`config.mk`:
```
export PLATFORM = sky130hd
export DESIGN_NAME = neo_cart_loader
export DESIGN_NICKNAME = d
export VERILOG_FILES = /design/src/neo_loader_pkg.sv /design/src/neo_header_capture.sv /design/src/neo_region_mapper.sv /design/src/neo_sdram_write_port.sv /design/src/neo_cart_loader.sv
export SDC_FILE = /design/constraint.sdc
export NUM_CORES = 1
export LEC_CHECK = 0
export BUFFER_PORTS_ARGS = -buffer_cell sky130_fd_sc_hd__buf_2
export CORE_ASPECT_RATIO = 0.8
export CORE_MARGIN = 4
export CORE_UTILIZATION = 40
export CTS_BUF_LIST = sky130_fd_sc_hd__clkbuf_16
export DETAILED_ROUTE_END_ITERATION = 16
export MAX_ROUTING_LAYER = met4
export PLACE_DENSITY_LB_ADDON = 0.1
export SKIP_LAST_GASP = 1
export SLEW_MARGIN = 30
export SYNTH_ARGS = -nofsm -noshare
export SYNTH_HDL_FRONTEND = slang
export SYNTH_SLANG_ARGS = --single-unit
```
`constraint.sdc`:
```
create_clock -name CLK_48M -period 5.83 [get_ports CLK_48M]
set_clock_uncertainty 0.1 [all_clocks]
set_input_delay 0.2915 -clock CLK_48M [delete_from_list [all_inputs] [get_ports CLK_48M]]
set_output_delay 0.2915 -clock CLK_48M [all_outputs]
set_load 0.01 [all_outputs]
```
`src/neo_loader_pkg.sv`:
```
package neo_loader_pkg;

	localparam int BANK3_ADDR_W = 24;
	localparam int SDR_ADDR_W   = 26;

	typedef logic [31:0]             size_t;
	typedef logic [BANK3_ADDR_W-1:0] bank3_addr_t;
	typedef logic [SDR_ADDR_W-1:0]   sdr_addr_t;

	// Header order, which is also the load order
	typedef enum logic [2:0] {
		REG_P,
		REG_S,
		REG_M,
		REG_V1,
		REG_V2,
		REG_C,
		REG_DONE
	} region_t;

	typedef enum logic [1:0] {
		WR_IDLE,
		WR_WAIT_ACK,
		WR_CHECK_END
	} wr_state_t;

	typedef enum logic [7:0] {
		IDX_SYSTEM        = 8'd0,
		IDX_CART          = 8'd1,
		IDX_CART_NO_ADPCM = 8'd2,
		IDX_BIOS          = 8'd3
	} dl_index_t;

	localparam int HEADER_BYTES    = 4096;
	localparam int SIZE_FIRST_BYTE = 4;  // PSize low byte
	localparam int SIZE_END_BYTE   = 28; // first byte past CSize

	localparam size_t P2_BASE = 32'h0010_0000;

	// Bank 3 prefixes
	localparam logic [4:0] PFX_SROM  = 5'b1111_1;
	localparam logic [7:0] PFX_LOROM = 8'b1101_1110;
	localparam logic [6:0] PFX_SFIX  = 7'b1110_100;
	localparam logic [5:0] PFX_SM1   = 6'b1110_11;
	localparam logic [4:0] PFX_FIX   = 5'b1110_0;
	localparam logic [4:0] PFX_MROM  = 5'b1111_0;

	// Next power of two at or above size, minus one
	function automatic size_t ceil_mask(input size_t size);
		size_t m;
		m = size - 32'd1;
		m = m | (m >> 1);
		m = m | (m >> 2);
		m = m | (m >> 4);
		m = m | (m >> 8);
		m = m | (m >> 16);
		if (size == '0)
			m = '0; // empty region
		return m;
	endfunction

endpackage

```
`src/neo_header_capture.sv`:
```
`timescale 1ns/1ps

module neo_header_capture (
	input  logic                  CLK_48M,
	input  logic                  rst_n,
	input  logic                  ioctl_downl,
	input  logic [7:0]            ioctl_index,
	input  logic                  ioctl_wr,
	input  logic [26:0]           ioctl_addr,
	input  logic [7:0]            ioctl_dout,
	output logic                  sys_wr_stb,
	output logic                  data_wr_stb,
	output logic                  header_done,
	output logic [26:0]           data_addr,
	output logic [7:0]            data_byte,
	output logic                  no_adpcm,
	output neo_loader_pkg::size_t p_size,
	output neo_loader_pkg::size_t s_size,
	output neo_loader_pkg::size_t m_size,
	output neo_loader_pkg::size_t v1_size,
	output neo_loader_pkg::size_t v2_size,
	output neo_loader_pkg::size_t c_size,
	output neo_loader_pkg::size_t c_mask,
	output neo_loader_pkg::size_t v1_mask,
	output neo_loader_pkg::size_t v2_mask,
	output neo_loader_pkg::size_t p2_mask,
	output logic                  pcm_merged,
	output logic                  adpcm_en
);
	import neo_loader_pkg::*;

	dl_index_t idx;
	logic      sys_dl;
	logic      cart_dl;
	logic      in_header;
	logic      in_size_field;
	logic      last_header;

	assign idx     = dl_index_t'(ioctl_index);
	assign sys_dl  = ioctl_downl && (idx == IDX_SYSTEM || idx == IDX_BIOS);
	assign cart_dl = ioctl_downl && (idx == IDX_CART || idx == IDX_CART_NO_ADPCM);

	assign in_header     = ioctl_addr < 27'(HEADER_BYTES);
	assign in_size_field = ioctl_addr >= 27'(SIZE_FIRST_BYTE) &&
	                       ioctl_addr < 27'(SIZE_END_BYTE);
	assign last_header   = ioctl_addr == 27'(HEADER_BYTES - 1);

	// Bytes classified one cycle after ioctl_wr
	always_ff @(posedge CLK_48M) begin
		if (!rst_n) begin
			sys_wr_stb  <= 1'b0;
			data_wr_stb <= 1'b0;
			header_done <= 1'b0;
		end else begin
			sys_wr_stb  <= ioctl_wr & sys_dl;
			data_wr_stb <= ioctl_wr & cart_dl & ~in_header;
			header_done <= ioctl_wr & cart_dl & last_header;
		end
	end

	always_ff @(posedge CLK_48M) begin
		if (ioctl_wr) begin
			data_addr <= ioctl_addr;
			data_byte <= ioctl_dout;
		end
	end

	// Little-endian sizes shift in from the top so P ends up lowest
	always_ff @(posedge CLK_48M) begin
		if (!rst_n) begin
			p_size   <= '0;
			s_size   <= '0;
			m_size   <= '0;
			v1_size  <= '0;
			v2_size  <= '0;
			c_size   <= '0;
			no_adpcm <= 1'b0;
		end else if (ioctl_wr && cart_dl) begin
			no_adpcm <= idx == IDX_CART_NO_ADPCM;
			if (in_size_field)
				{c_size, v2_size, v1_size, m_size, s_size, p_size} <=
					{ioctl_dout, c_size, v2_size, v1_size, m_size, s_size, p_size[31:8]};
		end
	end

	always_ff @(posedge CLK_48M) begin
		if (!rst_n) begin
			c_mask     <= '0;
			v1_mask    <= '0;
			v2_mask    <= '0;
			p2_mask    <= '0;
			pcm_merged <= 1'b0;
			adpcm_en   <= 1'b1;
		end else if (header_done) begin
			c_mask     <= ceil_mask(c_size);
			v1_mask    <= ceil_mask(v1_size);
			v2_mask    <= ceil_mask(v2_size);
			p2_mask    <= (p_size > P2_BASE) ? ceil_mask(p_size - P2_BASE) : '0;
			pcm_merged <= v2_size == '0; // ADPCM-A and -B share V1
			adpcm_en   <= ~no_adpcm;
		end
	end

endmodule

```
`src/neo_region_mapper.sv`:
```
`timescale 1ns/1ps

module neo_region_mapper (
	input  logic                        CLK_48M,
	input  logic                        rst_n,
	input  logic                        sys_wr_stb,
	input  logic                        data_wr_stb,
	input  logic                        header_done,
	input  logic [26:0]                 data_addr,
	input  logic [7:0]                  data_byte,
	input  logic                        no_adpcm,
	input  neo_loader_pkg::size_t       p_size,
	input  neo_loader_pkg::size_t       s_size,
	input  neo_loader_pkg::size_t       m_size,
	input  neo_loader_pkg::size_t       v1_size,
	input  neo_loader_pkg::size_t       v2_size,
	input  neo_loader_pkg::size_t       c_size,
	input  logic                        port1_idle,
	input  logic                        port2_idle,
	output logic                        port1_start,
	output neo_loader_pkg::bank3_addr_t port1_addr,
	output logic                        port2_start,
	output neo_loader_pkg::sdr_addr_t   port2_addr,
	output logic [7:0]                  wr_byte,
	output logic                        busy
);
	import neo_loader_pkg::*;

	region_t     region;
	wr_state_t   wr_state;
	logic [25:0] offset;
	logic [25:0] region_size;
	logic        on_port1;
	logic        on_port2;
	logic        ack_done;
	bank3_addr_t sys_addr;
	bank3_addr_t cart_p1_addr;

	always_comb begin
		case (region)
			REG_P:   region_size = p_size[25:0];
			REG_S:   region_size = s_size[25:0];
			REG_M:   region_size = m_size[25:0];
			REG_V1:  region_size = v1_size[25:0];
			REG_V2:  region_size = v2_size[25:0];
			REG_C:   region_size = c_size[25:0];
			default: region_size = '0;
		endcase
	end

	assign on_port1 = region == REG_P || region == REG_S || region == REG_M;
	assign on_port2 = region == REG_C ||
	                  ((region == REG_V1 || region == REG_V2) && !no_adpcm);

	// Skipped bytes leave port 2 idle, so they pass straight through
	assign ack_done = on_port1 ? port1_idle : port2_idle;

	always_ff @(posedge CLK_48M) begin
		if (!rst_n) begin
			region   <= REG_P;
			offset   <= '0;
			wr_state <= WR_IDLE;
		end else if (header_done) begin
			region   <= REG_P;
			offset   <= '0;
			wr_state <= WR_CHECK_END; // skip empty leading regions
		end else begin
			case (wr_state)
				WR_IDLE:
					if (data_wr_stb)
						wr_state <= WR_WAIT_ACK;
				WR_WAIT_ACK:
					if (ack_done) begin
						offset   <= offset + 26'd1;
						wr_state <= WR_CHECK_END;
					end
				WR_CHECK_END:
					if (region != REG_DONE && offset == region_size) begin
						offset <= '0;
						region <= region_t'(region + 3'd1);
					end else begin
						wr_state <= WR_IDLE;
					end
				default: wr_state <= WR_IDLE;
			endcase
		end
	end

	// System ROM, LO ROM, SFIX or SM1 by address range
	always_comb begin
		if (data_addr[23:19] == 5'd0)
			sys_addr = {PFX_SROM, data_addr[18:0]};
		else if (data_addr[23:17] == 7'b0000100)
			sys_addr = {PFX_LOROM, data_addr[15:0]};
		else if (data_addr[23:17] == 7'b0000101)
			sys_addr = {PFX_SFIX, data_addr[16:5], data_addr[2:0], ~data_addr[4], data_addr[3]};
		else
			sys_addr = {PFX_SM1, data_addr[17:0]};
	end

	always_comb begin
		case (region)
			REG_S:   cart_p1_addr = {PFX_FIX, offset[18:5], offset[2:0], ~offset[4], offset[3]};
			REG_M:   cart_p1_addr = {PFX_MROM, offset[18:0]};
			default: cart_p1_addr = offset[23:0]; // P ROM
		endcase
	end

	always_comb begin
		case (region)
			REG_V1:  port2_addr = c_size[25:0] + offset;
			REG_V2:  port2_addr = c_size[25:0] + v1_size[25:0] + offset;
			default: port2_addr = {offset[25:7], data_addr[5:2], ~data_addr[6],
			                      data_addr[0], data_addr[1]}; // C ROM interleave
		endcase
	end

	assign port1_addr  = sys_wr_stb ? sys_addr : cart_p1_addr;
	assign port1_start = port1_idle && (sys_wr_stb || (data_wr_stb && on_port1));
	assign port2_start = port2_idle && data_wr_stb && on_port2;
	assign wr_byte     = data_byte;

	// System bytes hold busy through their port 1 ack
	assign busy = wr_state != WR_IDLE || !port1_idle || !port2_idle;

endmodule

```
`src/neo_sdram_write_port.sv`:
```
`timescale 1ns/1ps

module neo_sdram_write_port #(
	parameter int ADDR_W = 24
) (
	input  logic              CLK_48M,
	input  logic              rst_n,
	input  logic              start,
	input  logic [ADDR_W-1:0] addr,
	input  logic [7:0]        byte_in,
	input  logic              ack,
	output logic              req,
	output logic [ADDR_W-2:0] sdr_addr,
	output logic [1:0]        ds,
	output logic [15:0]       d,
	output logic              idle
);

	assign idle = req == ack;

	always_ff @(posedge CLK_48M) begin
		if (!rst_n) begin
			req      <= 1'b0;
			sdr_addr <= '0;
			ds       <= 2'b00;
			d        <= '0;
		end else if (start && idle) begin
			req      <= ~req;
			sdr_addr <= addr[ADDR_W-1:1];
			ds       <= addr[0] ? 2'b10 : 2'b01;
			d        <= {byte_in, byte_in};
		end
	end

endmodule

```
`src/neo_cart_loader.sv`:
```
`timescale 1ns/1ps

module neo_cart_loader (
	input  logic                  CLK_48M,
	input  logic                  rst_n,
	input  logic                  ioctl_downl,
	input  logic [7:0]            ioctl_index,
	input  logic                  ioctl_wr,
	input  logic [26:0]           ioctl_addr,
	input  logic [7:0]            ioctl_dout,
	input  logic                  port1_ack,
	input  logic                  port2_ack,
	output logic                  port1_req,
	output logic [22:0]           port1_a,
	output logic [1:0]            port1_ds,
	output logic [15:0]           port1_d,
	output logic                  port2_req,
	output logic [24:0]           port2_a,
	output logic [1:0]            port2_ds,
	output logic [15:0]           port2_d,
	output logic                  busy,
	output neo_loader_pkg::size_t c_mask,
	output neo_loader_pkg::size_t v1_mask,
	output neo_loader_pkg::size_t v2_mask,
	output neo_loader_pkg::size_t p2_mask,
	output logic                  pcm_merged,
	output logic                  adpcm_en
);
	import neo_loader_pkg::*;

	logic        sys_wr_stb;
	logic        data_wr_stb;
	logic        header_done;
	logic [26:0] data_addr;
	logic [7:0]  data_byte;
	logic        no_adpcm;
	size_t       p_size;
	size_t       s_size;
	size_t       m_size;
	size_t       v1_size;
	size_t       v2_size;
	size_t       c_size;
	logic        port1_start;
	logic        port2_start;
	bank3_addr_t port1_addr;
	sdr_addr_t   port2_addr;
	logic [7:0]  wr_byte;
	logic        port1_idle;
	logic        port2_idle;

	neo_header_capture capture0 (
		.CLK_48M     (CLK_48M),
		.rst_n       (rst_n),
		.ioctl_downl (ioctl_downl),
		.ioctl_index (ioctl_index),
		.ioctl_wr    (ioctl_wr),
		.ioctl_addr  (ioctl_addr),
		.ioctl_dout  (ioctl_dout),
		.sys_wr_stb  (sys_wr_stb),
		.data_wr_stb (data_wr_stb),
		.header_done (header_done),
		.data_addr   (data_addr),
		.data_byte   (data_byte),
		.no_adpcm    (no_adpcm),
		.p_size      (p_size),
		.s_size      (s_size),
		.m_size      (m_size),
		.v1_size     (v1_size),
		.v2_size     (v2_size),
		.c_size      (c_size),
		.c_mask      (c_mask),
		.v1_mask     (v1_mask),
		.v2_mask     (v2_mask),
		.p2_mask     (p2_mask),
		.pcm_merged  (pcm_merged),
		.adpcm_en    (adpcm_en)
	);

	neo_region_mapper mapper0 (
		.CLK_48M     (CLK_48M),
		.rst_n       (rst_n),
		.sys_wr_stb  (sys_wr_stb),
		.data_wr_stb (data_wr_stb),
		.header_done (header_done),
		.data_addr   (data_addr),
		.data_byte   (data_byte),
		.no_adpcm    (no_adpcm),
		.p_size      (p_size),
		.s_size      (s_size),
		.m_size      (m_size),
		.v1_size     (v1_size),
		.v2_size     (v2_size),
		.c_size      (c_size),
		.port1_idle  (port1_idle),
		.port2_idle  (port2_idle),
		.port1_start (port1_start),
		.port1_addr  (port1_addr),
		.port2_start (port2_start),
		.port2_addr  (port2_addr),
		.wr_byte     (wr_byte),
		.busy        (busy)
	);

	// Bank 3
	neo_sdram_write_port #(.ADDR_W(BANK3_ADDR_W)) port1 (
		.CLK_48M  (CLK_48M),
		.rst_n    (rst_n),
		.start    (port1_start),
		.addr     (port1_addr),
		.byte_in  (wr_byte),
		.ack      (port1_ack),
		.req      (port1_req),
		.sdr_addr (port1_a),
		.ds       (port1_ds),
		.d        (port1_d),
		.idle     (port1_idle)
	);

	// Banks 0-2
	neo_sdram_write_port #(.ADDR_W(SDR_ADDR_W)) port2 (
		.CLK_48M  (CLK_48M),
		.rst_n    (rst_n),
		.start    (port2_start),
		.addr     (port2_addr),
		.byte_in  (wr_byte),
		.ack      (port2_ack),
		.req      (port2_req),
		.sdr_addr (port2_a),
		.ds       (port2_ds),
		.d        (port2_d),
		.idle     (port2_idle)
	);

endmodule

```
# Word level (Yosys, flattened, before mapping)
# Index checks and enable logic that the tools add are counted.
[totals]
register_bits = 475
inputBits = 49
[classes]
addsub = 10
muxes = 23
n_lt_le_gt_ge = 4
n_eq_ne = 24
n_bitwise = 32
reduce_logical = 40
[ops]
columns = ["operator", "n"]
rows = [
  ["$mux W32", 5],
  ["$pmux W26 S6", 1],
  ["$logic_not A32 Y1", 4],
  ["$or A32 B16 Y32", 4],
  ["$or A32 B24 Y32", 4],
  ["$or A32 B28 Y32", 4],
  ["$or A32 B30 Y32", 4],
  ["$or A32 B31 Y32", 4],
  ["$sub A32 B1 Y32 const B", 4],
  ["$pmux W26 S2", 2],
  ["$add A26 B26 Y26", 3],
  ["$mux W26", 2],
  ["$mux W24", 2],
  ["$pmux W24 S2", 1],
  ["$gt A32 B21 Y1 const B", 1],
  ["$sub A32 B21 Y32 const B", 1],
  ["$eq A27 B12 Y1 const B", 1],
  ["$ge A27 B3 Y1 const B", 1],
  ["$lt A27 B13 Y1 const B", 1],
  ["$lt A27 B5 Y1 const B", 1],
  ["$add A26 B1 Y26 const B", 1],
  ["$eq A26 B26 Y1", 1],
  ["$mux W22", 1],
  ["$mux W19", 1],
  ["30 further kinds", 79],
]

# Longest topological paths before layout
# Gate-level depths: netlist of the first run.
[depth]
depth_word = 9
depth_mapped = 17

# By module
# A second synthesis of the first run with hierarchy kept.
[hier_totals]
hier_cells = 3601
area_unflattened_um2 = 28523.6
[by_module_without_submodules]
columns = ["module", "n_inst", "area_per_inst_um2", "cells_each"]
rows = [
  ["neo_header_capture", 1, 18179.9, 2301],
  ["neo_region_mapper", 1, 7350.8, 979],
  ["neo_sdram_write_port at port2", 1, 1535.2, 165],
  ["neo_sdram_write_port at port1", 1, 1457.6, 156],
]

# Worst setup path before layout of the first run
# Ideal clock, no wire load.
[synth_path]
kind = "register to register"
from = "register capture0.p_size[20]"
to = "register capture0.p2_mask[14]"
path_slack_ps = 1944
path_buffers = 2
required_ps = 5613
setup_time_ps = 117
t_arrival_ps = 3669
path_stages_with_launch = 13
path_cell_list = "dfxtp_1 -> clkbuf_1 -> inv_1 -> ha_1 -> clkbuf_1 -> o41ai_1 -> nand2_1 -> or4_4 -> o22a_1 -> o22a_2 -> or3_1 -> or4_1 -> a22o_1"
[synth_between]
elab_chain_len = 9
word_cells_on_any_way = 11
classes_between = "add/sub (2); order compare (1); mux (2); bitwise (5); reduce/logical (1)"
[synth_lines]
columns = ["element", "line", "source"]
rows = [
  ["start: declaration", "neo_header_capture.sv:17", "output neo_loader_pkg::size_t p_size,"],
  ["start signal: assignment", "neo_header_capture.sv:81", "{c_size, v2_size, v1_size, m_size, s_size, p_size} <="],
  ["$sub A32 B21 Y32", "neo_header_capture.sv:98", "p2_mask <= (p_size > P2_BASE) ? ceil_mask(p_size - P2_BASE) : '0;"],
  ["$sub A32 B1 Y32", "neo_loader_pkg.sv:51", "m = size - 32'd1;"],
  ["$or A32 B31 Y32", "neo_loader_pkg.sv:52", "m = m | (m >> 1);"],
  ["$or A32 B30 Y32", "neo_loader_pkg.sv:53", "m = m | (m >> 2);"],
  ["$or A32 B28 Y32", "neo_loader_pkg.sv:54", "m = m | (m >> 4);"],
  ["$or A32 B24 Y32", "neo_loader_pkg.sv:55", "m = m | (m >> 8);"],
  ["$or A32 B16 Y32", "neo_loader_pkg.sv:56", "m = m | (m >> 16);"],
  ["$mux W32", "neo_loader_pkg.sv:57", "if (size == '0)"],
  ["$mux W32 (*)", "neo_header_capture.sv:98", ""],
  ["end signal: assignment", "neo_header_capture.sv:98", ""],
  ["end: declaration", "neo_header_capture.sv:26", "output neo_loader_pkg::size_t p2_mask,"],
]
# Mark *: on every way between the ends. The rest lies on a longest branch, timed or not.
# A chain may end at the register's enable or synchronous reset.

# Worst setup path after layout of the first run
[layout_path]
from = "register mapper0.region[0]"
to = "register mapper0.offset[13]"
[layout_between]
elab_chain_len = 6
word_cells_on_any_way = 16
classes_between = "eq/ne (9); mux (2); reduce/logical (5)"
[layout_lines]
columns = ["element", "line", "source"]
rows = [
  ["start: declaration", "neo_region_mapper.sv:29", "region_t region;"],
  ["start signal: assignment", "neo_region_mapper.sv:80", "region <= region_t'(region + 3'd1);"],
  ["$eq A3 B3 Y1, or another cell as far along", "neo_region_mapper.sv:40", "case (region)"],
  ["$pmux W26 S6 or $logic_or A1 B1 Y1 (tied branches)", "neo_region_mapper.sv:40, neo_region_mapper.sv:51", ""],
  ["$eq A26 B26 Y1 or $logic_or A1 B1 Y1 (tied branches)", "neo_region_mapper.sv:78, neo_region_mapper.sv:51", ""],
  ["$logic_and A1 B1 Y1 or $mux W1 (tied branches)", "neo_region_mapper.sv:78, neo_region_mapper.sv:56", ""],
  ["$ne A2 B1 Y1 (no source line)", "--", ""],
  ["$reduce_and A3 Y1 (no source line) (*)", "--", ""],
  ["end signal: assignment", "neo_region_mapper.sv:74", "offset <= offset + 26'd1;"],
  ["end: declaration", "neo_region_mapper.sv:31", "logic [25:0] offset;"],
]
# Marks and branches as above.

==> results of run 1 <==
-- sequential cells by signal, indices dropped and copies added, names as in the netlist, 3 cells and up --
signal / count
capture0.p_size: 32
mapper0.offset: 26
capture0.v1_mask: 32
capture0.data_addr: 24
port2.sdr_addr: 25
mapper0.region: 3
capture0.data_byte: 8
port1.sdr_addr: 23
capture0.v2_size: 32
port1.d: 8
capture0.m_size: 32
capture0.v1_size: 32
capture0.c_mask: 32
port2.d: 8
capture0.c_size: 32
capture0.s_size: 32
capture0.p2_mask: 32
capture0.v2_mask: 32
-- routing by layer --
| layer | vias to the layer above | wire [um] |
|---|---|---|
| met4 | 0 | 2060 |
| met2 | 889 | 42900 |
| li1 | 12000 | - |
| met1 | 12400 | 45500 |
| met5 | - | 0 |
| met3 | 144 | 6920 |
-- logic make-up (layout without fill, tap and decap cells) --
| kind of cell | count (synthesis) | after routing |
|---|---|---|
| xor+xnor | 139 | 139 |
| buf+inv | 331 | 508 |
| compound gates | 871 | 871 |
| fa+ha+maj | 101 | 101 |
| flops | 459 | 459 |
| simple gates | 1334 | 1334 |
| mux | 50 | 50 |
-- worst max path at each step --
stage / start / endpoint / slack (ns) / cells past startpoint
floorplan: capture0.p_size[20] / capture0.p2_mask[14] / 1.94 / 12
detailed placement: capture0.p_size[20] / capture0.p2_mask[17] / 1.15 / 12
CTS: capture0.p_size[20] / capture0.p2_mask[17] / 1.14 / 12
global placement: capture0.p_size[20] / capture0.p2_mask[18] / 1.30 / 12
global route: mapper0.region[1] / mapper0.offset[23] / 0.76 / 12
finish: mapper0.region[0] / mapper0.offset[13] / 1.13 / 13
-- worst max-delay path: cells and delay by family, from the launching register on --
kind,cells,cell delay (ns)
compound gates,2,0.28
simple gates,7,2.62
fa+ha+maj,1,0.76
buf+inv,2,0.36
flops,1,0.33
mux,1,0.13
-- per-stage QoR --
| step | util | power (mW) | hold WS (ns) | std cells |
|---|---|---|---|---|
| finish | 0.460 | 7.00 | 0.0864 | 4322 |
| CTS | 0.460 | 7.06 | 0.0401 | 4322 |
| detailed placement | 0.431 | 3.96 | 0.333 | 4194 |
| global route | 0.460 | 7.25 | 0.0623 | 4322 |
| floorplan | - | 3.73 | 0.290 | 3285 |
| global placement | 0.430 | 3.94 | 0.325 | 4194 |
-- cells in the mapped netlist, types with 18 or more instances --
| library cell | number | area [um2] |
|---|---|---|
| fa_1 | 27 | 541 |
| nor2_1 | 165 | 619 |
| buf_4 | 20 | 150 |
| nand4_1 | 27 | 169 |
| a22o_1 | 23 | 201 |
| o211ai_1 | 37 | 278 |
| and3_1 | 30 | 188 |
| mux2i_1 | 26 | 260 |
| xor2_1 | 49 | 429 |
| edfxtp_1 | 32 | 961 |
| a221oi_1 | 20 | 175 |
| a21boi_0 | 214 | 1610 |
| nand2_1 | 657 | 2470 |
| a31oi_1 | 29 | 181 |
| inv_1 | 61 | 229 |
| nand3_1 | 64 | 320 |
| or4_1 | 26 | 195 |
| a21oi_1 | 152 | 761 |
| dfxtp_1 | 427 | 8550 |
| nand2b_1 | 26 | 163 |
| nor2b_1 | 30 | 188 |
| nor4_1 | 42 | 263 |
| a211oi_1 | 19 | 143 |
| or3_1 | 49 | 307 |
| o21a_1 | 18 | 135 |
| a222oi_1 | 19 | 190 |
| a22oi_1 | 21 | 158 |
| o21ai_0 | 129 | 646 |
| a21o_1 | 44 | 330 |
| xnor2_1 | 90 | 788 |
| mux2_2 | 24 | 270 |
| a221o_1 | 22 | 220 |
| clkbuf_1 | 218 | 818 |
| ha_1 | 74 | 926 |
| nor3_1 | 98 | 490 |
-- power by group through the flow --
stage,sequential (mW),combinational (mW),clock (mW)
finish,3.24,0.678,3.08
global route,3.24,0.729,3.28
CTS,3.24,0.672,3.15
detailed placement,3.31,0.652,0
global placement,3.30,0.640,0
floorplan,3.29,0.434,0
-- what timing repair did --
action | CTS | global route
setup endpoints to repair | 0 | 0
hold buffers | 38 | 0
hold endpoints to repair | 47 | 0
-- cell type report --
type,instances,area (um2)
clock inverter,41,312
clock buffer,49,1230
tap,860,1080
multi-input combinational,2495,15800
sequential,459,9510
timing repair buffer,356,2140
fill,6482,35500
inverter,62,233
==> results_dict.tcl, run 1 <==
set metrics [dict create \
    yosysSeqAreaShare 0.358 \
    cts_max_level 2 \
    placed_area_um2 28300 \
    clkLatencyLatePin_ns 0.61 \
    synth-adder-area-share 0.0552 \
    async_flop_share 0 \
    required_ns 6.21 \
    comb_power_share 0.097 \
    die_h_um 239 \
    synthXorXnorAreaFrac 0.0458 \
    worstHoldEndpoint "capture0.header_done" \
    synth_edf_count 32 \
    critPathKind "reg -> reg" \
    max_stage_delay_ns 0.76 \
    slowest_stage "ha_1" \
    seqPwrFrac 0.463 \
    hold_viol 0 \
    worst_pin_slew_ns 1.05 \
    viasPerCell 5.88 \
    drt_iter0_markers 2570 \
    relSlewSlack 0.298 \
    ant_nets 0 \
    reg2reg_depth 13 \
    preCtsSetupSlack_ns 1.15 \
    rsz0062_at_grt "no" \
    vias 25400 \
    die_w_um 296 \
    synth_top_family_by_area "simple AND/OR/NAND/NOR gates" \
    start_util 0.404 \
    synth_ff_type "dfxtp_1" \
    grt_max_degree 184 \
    cts_tree "built" \
    layout_commonest_cell "nand2_1" \
    hold_path_class "in -> reg" \
    max-vdd-ir-drop_mv 0.164 \
    fp.dieArea_um2 70600 \
    drv_cap 0 \
    setup-tns-final_ns 0 \
    crit_chain "inv_1 -> ha_1 -> nor2b_1 -> buf_4 -> a222oi_1 -> and3_1 -> nor4_1 -> nand4_1 -> nor4_2 -> o21bai_2 -> or3_1 -> or3_1 -> mux2i_1" \
    post_cts_resized 0 \
    gp_congestion 0.941 \
    crit_top_cell "or3_1" \
    rows 84 \
    synth_warnings 0 \
    synth-seq-cells 459 \
    muxShareOfSynthArea 0.0200 \
    synth_area_per_cell_um2 8.09 \
    syn_nets 3435 \
    slew_viol_final 0 \
    mostFrequentLayoutCells "nand2_1 (657), dfxtp_1 (426), buf_2 (264)" \
    grt_pass1_vias 23700 \
    first_pass_iters 10 \
    leakagePower_nw 12.4 \
    yosys.area_share.simple 0.240 \
    syn-cell-area_um2 26600 \
    root_buffer "clkbuf_16" \
    postLayoutCellArea_um2 30300 \
    finalSetupViolCount 0 \
    wire_per_inst_um 22.5 \
    startpoint_type "register" \
    postCtsSetupBuffers 0 \
    drive_above_1_share 0.134 \
    p_sw_mw 1.87 \
    dp_hpwl_um 71000 \
    period_needed_ns 4.70 \
    coreArea_um2 65800 \
    syn_inst 3285 \
    grt-ovfl-total 0 \
    antenna_cells 0 \
    totalWireLength_um 97300 \
    regToRegStartpoint "mapper0.region[0]" \
    reg2reg_to "mapper0.offset[13]" \
    cts.reportedPaths.clkPinSlew_ns 0.06 \
    cts_sinks 459 \
    r2r_setup_slack_ns 1.13 \
    port_buffers 265 \
    use_met1 0.391 \
    use_met2 0.410 \
    status "complete, no violations" \
    synth_compound_area_frac 0.231 \
    layout_setup_ws_ns 1.13 \
    holdCritStartpoint "ioctl_addr[24]" \
    crit_fanout 21 \
    grt_use_total 0.274 \
    area_delta_synth_final_pct 13.9 \
    antenna_found_initial 3 \
    drc_errors 0 \
    swShare 0.267 \
    clock_power_share 0.440 \
    power_density_nw_per_um2 231 \
    finalCritPeriodShare 0.807 \
    grt_pass1_wl_um 147000 \
    cell_internal_pwr_mw 5.13 \
    fin_nets 3573 \
    clockBufferDepth 3 \
    hold_depth 4 \
    grtUsageMet3 0.0430 \
    io_pins 266 \
    cts_buffers 49 \
    endpoint_kind "register" \
    cp.arrival_ns 5.08 \
    busiest_layer "met2" \
    fmax_ghz 0.213 \
    ys_types 92 \
]
Note: power is estimated with default switching activity, not from simulation.
==> inputs of run 2 (changes only) <==
==> constraint.sdc (replaced) <==
create_clock -name CLK_48M -period 4.43 [get_ports CLK_48M]
set_clock_uncertainty 0.1 [all_clocks]
set_input_delay 0.2215 -clock CLK_48M [delete_from_list [all_inputs] [get_ports CLK_48M]]
set_output_delay 0.2215 -clock CLK_48M [all_outputs]
set_load 0.01 [all_outputs]
==> run 2 against run 1 <==
Non-clock buffer count rose by 103. Sequential share of layout area fell by 0.90 points. Fmax increased by 13%. Sequential power is 31% higher. Critical path depth is 2 higher. Critical path type unchanged. Largest cell class unchanged.
==> results_dict.tcl, run 2 (same netlist as run 1, synthesis figures left out) <==
set metrics [dict create \
    timing.critical_path.buf_inv 4 \
    cp.arrival_ns 4.57 \
    period_needed_ns 4.18 \
    max-vdd-ir-drop_mv 0.233 \
    hold_path_class "in -> reg" \
    grt_pass1_wl_um 153000 \
    grt_max_degree 133 \
    finalSetupViolCount 0 \
    relSlewSlack 0.364 \
    layout_commonest_cell "nand2_1" \
    drc_errors 0 \
    drt_iter0_markers 2564 \
    cts.reportedPaths.clkPinSlew_ns 0.06 \
    crit_top_cell "buf_4" \
    io_pins 266 \
    crit_fanout 23 \
    cts_max_level 2 \
    power_density_nw_per_um2 306 \
    startpoint_type "register" \
    vias 25900 \
    drv_cap 0 \
    area_delta_synth_final_pct 17.3 \
    max_stage_delay_ns 0.40 \
    drive_above_1_share 0.160 \
    root_buffer "clkbuf_16" \
    clkLatencyLatePin_ns 0.61 \
    path_delay_family "simple AND/OR/NAND/NOR gates" \
    finalCritPeriodShare 0.942 \
    cts_sinks 459 \
    cts_buffers 49 \
    leakagePower_nw 12.9 \
    first_pass_iters 7 \
    grt-ovfl-total 0 \
    wire_per_inst_um 23.0 \
    port_buffers 265 \
    antenna_found_initial 2 \
    hold_viol 0 \
    start_util 0.404 \
    totalWireLength_um 102000 \
    fin_nets 3676 \
    grt_pass1_vias 24500 \
    endpoint_kind "register" \
    required_ns 4.82 \
    rows 84 \
    die_h_um 239 \
    layout_setup_ws_ns 0.255 \
    slew_viol_final 0 \
    crit_chain "inv_1 -> ha_1 -> buf_4 -> a22oi_1 -> mux2_2 -> and3_1 -> nor4_1 -> nand4_1 -> nor4_2 -> buf_4 -> o21bai_2 -> or3_1 -> buf_4 -> or3_1 -> mux2i_1" \
    fmax_ghz 0.240 \
    cts_tree "built" \
    slowest_stage "ha_1" \
    fp.dieArea_um2 70600 \
    preCtsSetupSlack_ns 0.286 \
    critPathKind "reg -> reg" \
    setup-tns-final_ns 0 \
    dp_hpwl_um 77200 \
    rsz0062_at_grt "no" \
    mostFrequentLayoutCells "nand2_1 (657), dfxtp_1 (426), buf_2 (264)" \
    ant_nets 0 \
    gp_congestion 0.968 \
    die_w_um 296 \
    coreArea_um2 65800 \
    worst_pin_slew_ns 0.954 \
    status "complete, no violations" \
    viasPerCell 5.85 \
    grt_use_total 0.287 \
    clockBufferDepth 3 \
]
## run 2: cell types whose count changed in the layout (fill, tap and decap cells not counted), sizes merged, moves of 2 or more
cell / previous run / this run
buf: 318 / 418
clkinv: 18 / 20
clkinvlp: 0 / 5
dlygate4sd3: 38 / 41
inv: 81 / 74
## run 2: power by group
group | internal, mW | switching, mW | total [mW]
clock | 2.37 | 1.88 | 4.25
sequential | 4.22 | 0.0467 | 4.26
combinational | 0.355 | 0.661 | 1.02
## run 2: cell type report
class	count	area (um2)
Fill cell	6389	34600
Timing Repair Buffer	459	2950
Clock inverter	42	374
Inverter	62	236
Clock buffer	50	1250
Multi-Input combinational cell	2495	15800
Sequential cell	459	9510
Antenna cell	1	2.50
Tap cell	860	1080
## run 2: per-layer routing
layer / GRT usage / share of wire / vias up
met2: 0.419 / 0.43 / 951
met3: 0.0457 / 0.075 / 143
met4: 0.0723 / 0.026 / 0
met1: 0.416 / 0.47 / 12600
met5: - / 0 / -
li1: - / - / 12200
## run 2: worst paths after layout
path                                            end  depth (start not counted)           startpoint  slack (ns)
worst max-delay path             mapper0.offset[13]                         15    mapper0.region[1]        0.25
worst min-delay path            capture0.sys_wr_stb                          4       ioctl_index[3]        0.03
worst max register to register   mapper0.offset[13]                         15    mapper0.region[1]        0.25
worst min register to register  capture0.c_mask[15]                          2  capture0.c_mask[15]        0.34
## run 2: through the flow
stage	util	power (mW)	std cells	hold WS (ns)	area (um2)
after floorplan	-	4.91	3285	0.220	26600
final	0.474	9.53	4428	0.0326	31200
after global routing	0.474	9.84	4428	0.0604	31200
after CTS	0.473	9.60	4427	0.00145	31100
after global placement	0.442	5.32	4294	0.314	29100
after detailed placement	0.442	5.33	4294	0.316	29100
## run 2: tightest hold or removal path, delay by kind of cell
family                 cells  cell delay [ns]
and+or+nand+nor            3             0.41
buffers and inverters      1             0.07
## run 2: timing repair
action / 4_1_cts / 5_1_grt
hold buffers: 41 / 0
endpoints found under the hold margin: 87 / 0
setup buffers: 0 / 0
resized for setup: 0 / 2
setup endpoints to repair: 0 / 3
